$ cat config.mk
export PLATFORM = sky130hd
export DESIGN_NAME = tile_renderer
export DESIGN_NICKNAME = d
export VERILOG_FILES = /design/src/verilog/snake_vga_pkg.sv /design/src/verilog/tile_renderer.sv
export VERILOG_INCLUDE_DIRS = /design/src /design/src/verilog
export SDC_FILE = /design/constraint.sdc
export NUM_CORES = 1
export LEC_CHECK = 0
export ABC_AREA = 1
export ABC_CLOCK_PERIOD_IN_PS = 800
export BUFFER_PORTS_ARGS = -buffer_cell sky130_fd_sc_hd__buf_2
export CAP_MARGIN = 15
export CELL_PAD_IN_SITES_DETAIL_PLACEMENT = 1
export CELL_PAD_IN_SITES_GLOBAL_PLACEMENT = 2
export CORE_UTILIZATION = 15
export DETAILED_ROUTE_END_ITERATION = 10
export PLACE_DENSITY_LB_ADDON = 0.1
export SLEW_MARGIN = 30
export SYNTH_ARGS = -nofsm -noshare
export SYNTH_HDL_FRONTEND = slang
export SYNTH_SLANG_ARGS = --single-unit
$ cat constraint.sdc
create_clock -name clk -period 0.8 [get_ports clk]
set_input_delay 0.08 -clock clk [delete_from_list [all_inputs] [get_ports clk]]
set_output_delay 0.08 -clock clk [all_outputs]
set_load 0.02 [all_outputs]
$ cat src/verilog/snake_vga_params.svh
//------------------------------
// VGA timing, map geometry, register map
// and tile code values for the snake display
//------------------------------
`ifndef SNAKE_VGA_PARAMS_SVH
`define SNAKE_VGA_PARAMS_SVH

// horizontal, in clocks (two per pixel)
`define SV_HACTIVE 1280
`define SV_HFRONT 32
`define SV_HSYNC 192
`define SV_HBACK 96
`define SV_HTOTAL 1600

// vertical, in lines
`define SV_VACTIVE 480
`define SV_VFRONT 10
`define SV_VSYNC 2
`define SV_VBACK 33
`define SV_VTOTAL 525

// tile map, 16x16 pixel tiles, four entries per bus word
`define SV_MAP_COLS 40
`define SV_MAP_ROWS 30
`define SV_WORDS_PER_ROW 10
`define SV_MAP_WORDS 300
`define SV_ADDR_BITS 9

// palette registers
`define SV_REG_BG 9'h130
`define SV_REG_APPLE 9'h131
`define SV_REG_HEAD 9'h132
`define SV_REG_BODY 9'h133
`define SV_REG_WALL 9'h134

// wall border, in 32x32 blocks
`define SV_WALL_TOP_BLOCK 1
`define SV_WALL_BOTTOM_BLOCK 14
`define SV_WALL_RIGHT_BLOCK 19

// tile codes
`define SV_TILE_EMPTY 8'd0
`define SV_TILE_APPLE 8'd1
`define SV_TILE_HEAD 8'd2
`define SV_TILE_BODY 8'd3

`endif

$ cat src/verilog/snake_vga_pkg.sv
//------------------------------
// tile kind enum and the packed structs
// passed between the display blocks
//------------------------------
`include "snake_vga_params.svh"

package snake_vga_pkg;

  // codes outside this set draw as empty
  typedef enum logic [7:0] {
    TILE_EMPTY = `SV_TILE_EMPTY,
    TILE_APPLE = `SV_TILE_APPLE,
    TILE_HEAD  = `SV_TILE_HEAD,
    TILE_BODY  = `SV_TILE_BODY
  } tile_kind_e;

  typedef struct packed {
    logic [7:0] r;
    logic [7:0] g;
    logic [7:0] b;
  } rgb_t;

  typedef struct packed {
    logic [10:0] hcount;
    logic [9:0]  vcount;
  } pix_pos_t;

  typedef struct packed {
    logic hs;
    logic vs;
    logic blank_n;
    logic pix_clk;
  } vga_sync_t;

  typedef struct packed {
    rgb_t bg;
    rgb_t apple;
    rgb_t head;
    rgb_t body;
    rgb_t wall;
  } palette_t;

  // sel is chipselect and write combined
  typedef struct packed {
    logic                     sel;
    logic [`SV_ADDR_BITS-1:0] address;
    logic [31:0]              data;
  } bus_write_t;

endpackage

$ cat src/verilog/tile_renderer.sv
//------------------------------
// per-pixel tile and wall classification,
// colour pick and output register
//------------------------------
`timescale 1ns/1ps
`include "snake_vga_params.svh"

module tile_renderer
  import snake_vga_pkg::*;
(
  input  logic       clk,
  input  logic       reset,
  input  pix_pos_t   pos,
  input  vga_sync_t  sync,
  output logic [5:0] tile_col,
  output logic [4:0] tile_row,
  input  tile_kind_e tile_code,
  input  palette_t   palette,
  output rgb_t       rgb,
  output vga_sync_t  vga_sync
);

  localparam logic [4:0] WALL_TOP    = 5'(`SV_WALL_TOP_BLOCK);
  localparam logic [4:0] WALL_BOTTOM = 5'(`SV_WALL_BOTTOM_BLOCK);
  localparam logic [4:0] WALL_RIGHT  = 5'(`SV_WALL_RIGHT_BLOCK);

  // idle outputs, syncs inactive and screen blanked
  localparam vga_sync_t SYNC_IDLE = '{hs: 1'b1, vs: 1'b1, blank_n: 1'b0, pix_clk: 1'b0};

  logic [4:0] block_col;
  logic [4:0] block_row;
  logic       is_wall;
  rgb_t       rgb_next;

  // 16x16 tiles, hcount counts two clocks per pixel
  assign tile_col = pos.hcount[10:5];
  // vcount bit 9 only set outside the active area
  assign tile_row = pos.vcount[8:4];

  // 32x32 wall blocks
  assign block_col = pos.hcount[10:6];
  assign block_row = pos.vcount[9:5];

  // side columns start below the top row
  assign is_wall = (((block_col == 5'd0) || (block_col == WALL_RIGHT))
                    && (block_row > WALL_TOP))
                 || (block_row == WALL_TOP)
                 || (block_row == WALL_BOTTOM);

  //------------------------------
  // colour priority
  //------------------------------
  always_comb begin
    if (!sync.blank_n) begin
      rgb_next = '0;
    end else begin
      case (tile_code)
        TILE_APPLE: rgb_next = palette.apple;
        TILE_HEAD:  rgb_next = palette.head;
        TILE_BODY:  rgb_next = palette.body;
        // empty and unknown codes
        default: begin
          if (is_wall) begin
            rgb_next = palette.wall;
          end else begin
            rgb_next = palette.bg;
          end
        end
      endcase
    end
  end

  // colour and sync stay aligned
  always_ff @(posedge clk or posedge reset) begin
    if (reset) begin
      rgb      <= '0;
      vga_sync <= SYNC_IDLE;
    end else begin
      rgb      <= rgb_next;
      vga_sync <= sync;
    end
  end

endmodule

==> reports/qor.csv <==
metric,value,unit
status,finished with violations,
failing checks,setup timing,
Synth Cell Area,2316,sq um
DR vias/cell,4.019,
ratio of cells with drive above 1 in the final layout,0.5394,
Critical path buffers and inverters,1,
Ys Warns,0,
DP Wirelength,8791,um
Critical Path RT,720,ps
CP Capture Type,output pin,
Setup CP Type,reg -> out,
Syn Nets,544,
die width,126.3,um
grt ovf,0,
CP max stage cell,dfstp_2,
Slew Limit Fails,0,
Area Growth Syn to Fin,104.6,%
"Reg clk slew, reported paths",70,ps
Die ar.,15940,sq um
Cell Pwr Density,969.9,nW/um^2
DR iter-0 viols,79,
largest net degree at the start of global routing,36,
Clk pwr share,0.259,
Max-slew headroom,0.8144,
register share of total power,0.343,
RSZ-0062 raised after global routing,true,
Sink Count,28,
initial antenna violation count,3,
switching component of the power,1.470,mW
Worst Path Arrival,900,ps
vias in the first global route,3244,
total power,4.596,mW
register area share after synthesis,0.3036,
DR WL/cell,14.68,um
min Tclk post-route,980.6,ps
Post-Layout Cell Count,786,
Bufs on Longest Clock Path,2,
placed cell areas,3690,sq um
GRT Total Usage,0.1315,
logic gate share of total power,0.399,
port bufs,180,
# DRC,0,
final worst slack,-180.6,ps
Max-cap violations,0,
routed vias,3159,
Mapped Cells,389,
sw frac,0.3198,
pre-CTS setup slack,-527.0,ps
Inserted Clock Buffers,3,
CTS tree,done,
crit path cell chain,buf_6,
"delay-heaviest family, CP",flip-flops,
Hold WC Path Type,in -> reg,
Setup-failing EPs final,52,
leakage,2.527,nW
Syn Area/Cell,5.954,sq um
root buf cell,clkbuf_16,
Final Hold Viols,0,
Slowest Stage Delay on Critical Path,530,ps
# nets final,753,
placed cell count,759,
#FFs+latches synth,28,
final instance area,4738,sq um
measured slew at the worst slew-check pin,277.5,ps
Final ANT Viol Nets,0,
RePlAce Congestion,0.7647,
I/O pin count,194,
worst vdd ir,783.8,uV
crit path max fanout,1,
internal power,3.126,mW
fmax,1020,MHz
Starting Density,0.1529,
DRT Pass-1 Iters,4,
crit share post-route,1.226,
first-pass GRT wire length,16350,um
Util after Layout,0.3128,
Cell variety after synth,19,
site row count,45,
core area,15150,sq um
H-tree lvl count,1,
die span in y,126.3,um
critical path launch point type,flop,
Post-Route WL,11540,um
-- cells by family after synthesis --
logic type / count (synthesis) / share of synthesized area
DFF: 28 / 0.3036
AOI/OAI and AO/OA: 18 / 0.04214
buffers and inverters: 100 / 0.1853
and+or+nand+nor: 243 / 0.4689
-- layer usage --
metal | up-vias | share of wire | GRT usage | wire [um]
li1 | 1618 | - | - | -
met1 | 1436 | 0.42 | 0.1459 | 4879
met2 | 95 | 0.50 | 0.2515 | 5814
met3 | 6 | 0.068 | 0.03908 | 790
met4 | 4 | 0.0029 | 0.01488 | 34
met5 | - | 0.0020 | 0 | 23
-- synthesized netlist by cell type --
cell type,instances,area [sq um]
clkbuf_1,8,30.03
a21oi_1,17,85.08
dfstp_2,2,52.55
nand2_2,1,6.260
nor3_2,2,20.02
o211ai_2,1,12.51
buf_4,12,90.09
nand4_1,7,43.79
nor3_4,1,16.27
buf_1,1,3.750
nand3_1,91,455.4
dfrtp_1,26,650.6
inv_1,68,255.2
buf_2,7,35.03
inv_2,3,11.26
clkinv_1,1,3.750
nor2_1,70,262.8
nand2_1,69,259.0
nor2_4,2,22.52
-- layout make-up --
type,count,area (sq um)
fillers,1877,10410
clock buffers,4,78.83
repair buffers,232,1790
multi-input cells,261,1629
inverters,72,299.0
flip-flops and latches,28,703.2
well taps,188,235.2
diodes,1,2.502
-- sequential cells by signal, summed over array words and instances (netlist names) --
| register | cells |
|---|---|
| vga_sync | 4 |
| rgb | 24 |
-- stage by stage --
stage | hold slack [ps] | setup TNS [ps]
final | 99.89 | -5019
after global routing | 103.2 | -7623
after CTS | 93.83 | -4709
after detailed placement | 136.2 | -11630
after global placement | 132.5 | -10860
after floorplan | 84.48 | -4917
-- power groups by stage --
stage	Sequential (mW)	Combinational (mW)	Clock, mW
2_1_floorplan	1.72	0.551	0
3_3_place_gp	1.58	1.44	0
3_5_place_dp	1.58	1.45	0
4_1_cts	1.58	1.69	1.27
5_1_grt	1.59	2.00	1.31
6_report	1.58	1.83	1.19
-- final timing paths --
| kind | from | to | depth (start not counted) |
|---|---|---|---|
| min in group asynchronous | reset | rgb[12] | 4 |
| hold / removal | sync[1] | vga_sync[1] | 2 |
| max in group asynchronous | reset | vga_sync[2] | 4 |
| setup / recovery | vga_sync[2] | vga_sync[2] | 1 |
-- placed cells by master (no fill, tap or decap), drive strengths merged --
master,instances
nand4,7
nor3,3
buf,223
nand3,91
inv,70
dfrtp,26
o211ai,1
diode,1
clkinvlp,1
clkinv,1
dfstp,2
nor2,72
nand2,70
clkbuf,9
dlygate4sd3,4
a21oi,17
-- repair_timing --
action,in CTS,in global routing
endpoints found under the hold margin,29,0
setup buffers,3,8
hold buffers,4,0
pin swaps,17,38
cloned,0,8
endpoints found under the setup margin,52,52
gates resized for setup,126,56
Power figures use the tool's default switching activity.
