`src/verilog/snake_vga_params.svh`:
```
//------------------------------
// VGA timing, map geometry, register map
// and tile code values for the snake display
//------------------------------
`ifndef SNAKE_VGA_PARAMS_SVH
`define SNAKE_VGA_PARAMS_SVH

// horizontal, in clocks (two per pixel)
`define SV_HACTIVE 1280
`define SV_HFRONT 32
`define SV_HSYNC 192
`define SV_HBACK 96
`define SV_HTOTAL 1600

// vertical, in lines
`define SV_VACTIVE 480
`define SV_VFRONT 10
`define SV_VSYNC 2
`define SV_VBACK 33
`define SV_VTOTAL 525

// tile map, 16x16 pixel tiles, four entries per bus word
`define SV_MAP_COLS 40
`define SV_MAP_ROWS 30
`define SV_WORDS_PER_ROW 10
`define SV_MAP_WORDS 300
`define SV_ADDR_BITS 9

// palette registers
`define SV_REG_BG 9'h130
`define SV_REG_APPLE 9'h131
`define SV_REG_HEAD 9'h132
`define SV_REG_BODY 9'h133
`define SV_REG_WALL 9'h134

// wall border, in 32x32 blocks
`define SV_WALL_TOP_BLOCK 1
`define SV_WALL_BOTTOM_BLOCK 14
`define SV_WALL_RIGHT_BLOCK 19

// tile codes
`define SV_TILE_EMPTY 8'd0
`define SV_TILE_APPLE 8'd1
`define SV_TILE_HEAD 8'd2
`define SV_TILE_BODY 8'd3

`endif

```
`src/verilog/snake_vga_pkg.sv`:
```
//------------------------------
// tile kind enum and the packed structs
// passed between the display blocks
//------------------------------
`include "snake_vga_params.svh"

package snake_vga_pkg;

  // codes outside this set draw as empty
  typedef enum logic [7:0] {
    TILE_EMPTY = `SV_TILE_EMPTY,
    TILE_APPLE = `SV_TILE_APPLE,
    TILE_HEAD  = `SV_TILE_HEAD,
    TILE_BODY  = `SV_TILE_BODY
  } tile_kind_e;

  typedef struct packed {
    logic [7:0] r;
    logic [7:0] g;
    logic [7:0] b;
  } rgb_t;

  typedef struct packed {
    logic [10:0] hcount;
    logic [9:0]  vcount;
  } pix_pos_t;

  typedef struct packed {
    logic hs;
    logic vs;
    logic blank_n;
    logic pix_clk;
  } vga_sync_t;

  typedef struct packed {
    rgb_t bg;
    rgb_t apple;
    rgb_t head;
    rgb_t body;
    rgb_t wall;
  } palette_t;

  // sel is chipselect and write combined
  typedef struct packed {
    logic                     sel;
    logic [`SV_ADDR_BITS-1:0] address;
    logic [31:0]              data;
  } bus_write_t;

endpackage

```
`src/verilog/vga_timing.sv`:
```
//------------------------------
// 640x480 VGA counters with sync, blank
// and pixel clock decode
//------------------------------
`timescale 1ns/1ps
`include "snake_vga_params.svh"

module vga_timing
  import snake_vga_pkg::*;
(
  input  logic      clk,
  input  logic      reset,
  output pix_pos_t  pos,
  output vga_sync_t sync
);

  localparam logic [10:0] H_LAST = 11'(`SV_HTOTAL - 1);
  localparam logic [9:0]  V_LAST = 10'(`SV_VTOTAL - 1);

  // sync pulse windows, both inclusive
  localparam logic [10:0] HS_START = 11'(`SV_HACTIVE + `SV_HFRONT);
  localparam logic [10:0] HS_END   = 11'(`SV_HACTIVE + `SV_HFRONT + `SV_HSYNC - 1);
  localparam logic [9:0]  VS_START = 10'(`SV_VACTIVE + `SV_VFRONT);
  localparam logic [9:0]  VS_END   = 10'(`SV_VACTIVE + `SV_VFRONT + `SV_VSYNC - 1);

  logic [10:0] hcount;
  logic [9:0]  vcount;
  logic        end_of_line;
  logic        end_of_frame;

  assign end_of_line  = (hcount == H_LAST);
  assign end_of_frame = (vcount == V_LAST);

  always_ff @(posedge clk or posedge reset) begin
    if (reset) begin
      hcount <= '0;
    end else if (end_of_line) begin
      hcount <= '0;
    end else begin
      hcount <= hcount + 11'd1;
    end
  end

  // vertical steps once per line
  always_ff @(posedge clk or posedge reset) begin
    if (reset) begin
      vcount <= '0;
    end else if (end_of_line) begin
      if (end_of_frame) begin
        vcount <= '0;
      end else begin
        vcount <= vcount + 10'd1;
      end
    end
  end

  assign pos.hcount = hcount;
  assign pos.vcount = vcount;

  // sync is active low
  assign sync.hs      = !((hcount >= HS_START) && (hcount <= HS_END));
  assign sync.vs      = !((vcount >= VS_START) && (vcount <= VS_END));
  assign sync.blank_n = (hcount < 11'(`SV_HACTIVE)) && (vcount < 10'(`SV_VACTIVE));
  // one pixel every other clock
  assign sync.pix_clk = hcount[0];

endmodule

```
`config.mk`:
```
export PLATFORM = sky130hd
export DESIGN_NAME = vga_timing
export DESIGN_NICKNAME = d
export VERILOG_FILES = /design/src/verilog/snake_vga_pkg.sv /design/src/verilog/vga_timing.sv
export VERILOG_INCLUDE_DIRS = /design/src /design/src/verilog
export SDC_FILE = /design/constraint.sdc
export NUM_CORES = 1
export LEC_CHECK = 0
export BUFFER_PORTS_ARGS = -buffer_cell sky130_fd_sc_hd__buf_2
export CAP_MARGIN = 20
export CORE_ASPECT_RATIO = 0.75
export CORE_MARGIN = 2
export CORE_UTILIZATION = 35
export CTS_CLUSTER_DIAMETER = 100
export DETAILED_ROUTE_END_ITERATION = 10
export SYNTH_ARGS = -nofsm -noshare
export SYNTH_HDL_FRONTEND = slang
export SYNTH_SLANG_ARGS = --single-unit
```
`constraint.sdc`:
```
create_clock -name clk -period 1.9 [get_ports clk]
set_clock_uncertainty 0.1 [all_clocks]
set_input_delay 0.57 -clock clk [delete_from_list [all_inputs] [get_ports clk]]
set_output_delay 0.57 -clock clk [all_outputs]
set_load 0.02 [all_outputs]
```
==> key figures <==
Outcome
  • Status: finished with violations
  • Violations in the final reports: setup timing

Layout
  • Final non-filler cell area: 0.001627 mm^2
  • Synth-to-Final Area Change: 41.15%
  • Final core occ: 50.51%
  • Net count, final: 174
  • Most common cell after layout, fill and taps aside: buf_4
  • Fraction of layout instances using a drive strength above 1: 43.37%
  • Diode insertion count for antenna repair: 0
  • Non-Filler Instances: 206
  • Commonest cells after routing, fill and taps aside: 27 x buf_4, 23 x buf_2, 19 x dfrtp_1

Yosys
  • Post-Syn Instances: roughly 110
  • Yosys top cell area share: a little under half
  • Number of storage elements in the synthesis netlist: 21
  • Synth Area per Inst: just over 10 um^2
  • Post-Synthesis Net Count: 121
  • Largest cells by area after synthesis: dfrtp_1 46%, ha_1 5.4%, and3_1 4.3%, xnor2_1 3.8%, xor2_1 3.8%
  • Cell type with the largest total area after synthesis: dfrtp_1
  • Yosys synthesis warning count: 0
  • Unique masters post-synth: 38
  • Share of the yosys chip area belonging to registers: 45.60%
  • Synthesized cell area: ~0.0012 mm^2

Floorplanning
  • Vertical die dimension: 53.69 um
  • Die area: 0.003772 mm^2
  • Area of the core region: about 0.0032 mm^2
  • Num rows: 18
  • Effective utilization at floorplan: 35.78%
  • Width of the chip: approximately 70 um
  • Number of ports placed on the die boundary: 27

Critical path
  • Cells along the critical path: and3_4 > and2_4 > nor3_2 > buf_4
  • Crit path launch: vcount[7]
  • CP Data Required Time: 1.23 ns
  • Launching point of the worst reg2reg path: vcount[6]
  • Critical path data arrival time: 1.33 ns
  • Largest fanout on the critical path: 4
  • R2R cell count: 5
  • CP peak stage delay: about 0.42 ns
  • Endpoint kind of the worst setup timing path: output pin
  • Startpoint type of the worst setup path: flip-flop
  • Worst reg2reg path endpoint: vcount[1]
  • WS Path Type: flip-flop to output pin
  • Setup slack, reg-to-reg: 0.05 ns
  • Cell type of the slowest stage on the worst timing path: dfrtp_1

STA
  • Number of slew-limit violations in the final report: 0
  • Sum of negative setup slack: -0.2317 ns
  • Timing-limited maximum frequency: 0.5000 GHz
  • Portion of the clock cycle consumed by the worst path in the final layout: 105.3%
  • Transition time at the pin with the least slew margin: 0.2951 ns
  • Number of setup violations in the final report: 3
  • Final worst slack: -0.09992 ns
  • Remaining max-slew budget at the tightest pin: 80.33%
  • Final critical delay including setup and external delays: roughly 2 ns
  • Hold Worst Slack: 0.2271 ns
  • Final hold viol count: 0
  • Setup repair after global routing missed its margin: true

Routing
  • Antenna-violating nets left: 0
  • Total wire length: a little under 3 mm
  • Per-cell via count in the routed design: about 5.2
  • Initial drt markers: 57
  • Total vias in the final route: about 1100
  • Detail Route met3 WL: 177 um
  • Routed metal-1 wire length: between 1 and 1.5 mm
  • Total length of routed met2 wires: 1.323 mm
  • DRC viols: 0
  • Average routed wire per standard cell: roughly 14 um
  • First drt pass iteration count: 4
  • Highest metal layer with signal wires: met4

Clocking
  • Sinks on the clock net: 21
  • Maximum buffer depth of the clock tree: 2
  • TritonCTS clock tree: done
  • TritonCTS Buffers: 3
  • Count of hold buffers inserted by post-cts repair: 0
  • H-tree levels: 1
  • Clock insertion delay at the later pin of the skew report: 0.26 ns
  • Clock slew at reported path FFs: 0.08 ns
  • Clock tree root buffer cell: clkbuf_8

Global route
  • Vias in the first global route: 1018
  • Total global-route track usage: 16.16%
  • Pin count of the biggest net entering global routing: 22
  • Number of antenna violations at the first check in global routing: 0
  • First-pass GRT wire length: 4.726 mm
  • Total congestion overflow after global routing: 0

Placement
  • Cell area after placement: 0.001441 mm^2
  • Number of buffers added on ports: 26
  • Worst setup timing slack at the placement stage: 0.05138 ns
  • Placed cells: between 150 and 200
  • Hpwl dp: 2.021 mm
  • Final estimated routing congestion in global placement: 0.8151

Pwr
  • Power density of the placed cells: 465.1 mW/mm^2
  • Power consumption: 0.7565 mW
  • Worst voltage drop across the vdd grid: 485.1 uV
  • P_leak: slightly above 0.8 nW

Worst hold path
  • Type of the most critical hold path: primary input to asynchronous set/reset pin

Run
  • Count of max-cap constraint violations: 0
## kinds of logic after synthesis
group | synth area share, %
muxes | 0.9771
xor gates and xnor gates | 7.600
buffers and inverters | 4.342
adders and majority gates | 5.429
AOI/OAI and AO/OA | 10.75
DFF | 45.60
and+or+nand+nor | 25.30
## worst max-delay path, delay by kind of cell (launching register included)
| family | cells | cell delay, ns |
|---|---|---|
| DFF | 1 | 0.42 |
| and+or+nand+nor | 3 | 0.49 |
| buffers and inverters | 1 | 0.16 |
## flip-flops by register name, summed over array words and instances, names as in the netlist
register  flops
hcount       11
vcount       10
## cells in the mapped netlist
cell	number
ha_1	5
o22ai_1	1
nand2b_1	2
o21a_1	1
buf_4	1
o21ai_1	2
clkbuf_1	1
and3_1	8
o211ai_1	1
xor2_1	5
xnor2_1	5
nand4_1	4
nor3_1	4
o22a_1	1
nor4_2	1
and4_1	2
and4bb_1	1
o311a_1	1
dfrtp_1	21
a21oi_1	2
nor2_1	6
o31ai_1	2
or3_1	1
nand2_1	9
nor4b_1	1
inv_1	6
o2bb2ai_1	1
nand3_1	6
and4bb_4	1
mux2_2	1
o21ai_0	3
a2bb2oi_1	1
buf_2	1
a41o_1	1
nand4bb_1	1
buf_6	1
a31oi_1	1
and2_1	2
## layout make-up
class                      count  area [um^2]
fill                         307         1594
multi-input combinational     83        640.6
sequential                    21        528.0
timing repair buffer          52        340.3
tap                           40        50.05
clock buffer                   4        45.04
inverter                       6        22.52
## power by group
part / leakage (nW) / switching (mW) / internal, mW
clock network: 0.0228 / 0.149 / 0.150
registers: 0.276 / 0 / 0.446
logic: 0.521 / 0.00918 / 0.00225
total: 0.819 / 0.158 / 0.598
## per-layer routing
layer / track usage [%] / vias up
li1: - / 512
met1: 21.50 / 511
met2: 26.73 / 38
met3: 4.869 / 6
met4: 2.885 / 0
met5: 0 / -
## worst max-delay path by stage
stage / end / cells past startpoint / slack (ns)
6_report: sync[1] / 4 / -0.1
5_1_grt: sync[1] / 4 / -0.15
3_5_place_dp: sync[3] / 5 / 0.05
3_3_place_gp: sync[3] / 5 / 0.09
2_1_floorplan: sync[3] / 4 / -0.03
4_1_cts: sync[1] / 4 / -0.12
## timing repair
action                     in CTS  in global routing
buffers inserted                5                  4
gates resized for setup        12                  6
setup endpoints to repair       3                  4
pin swaps                       3                  4
No activity file was read; power rests on OpenSTA's default activity.
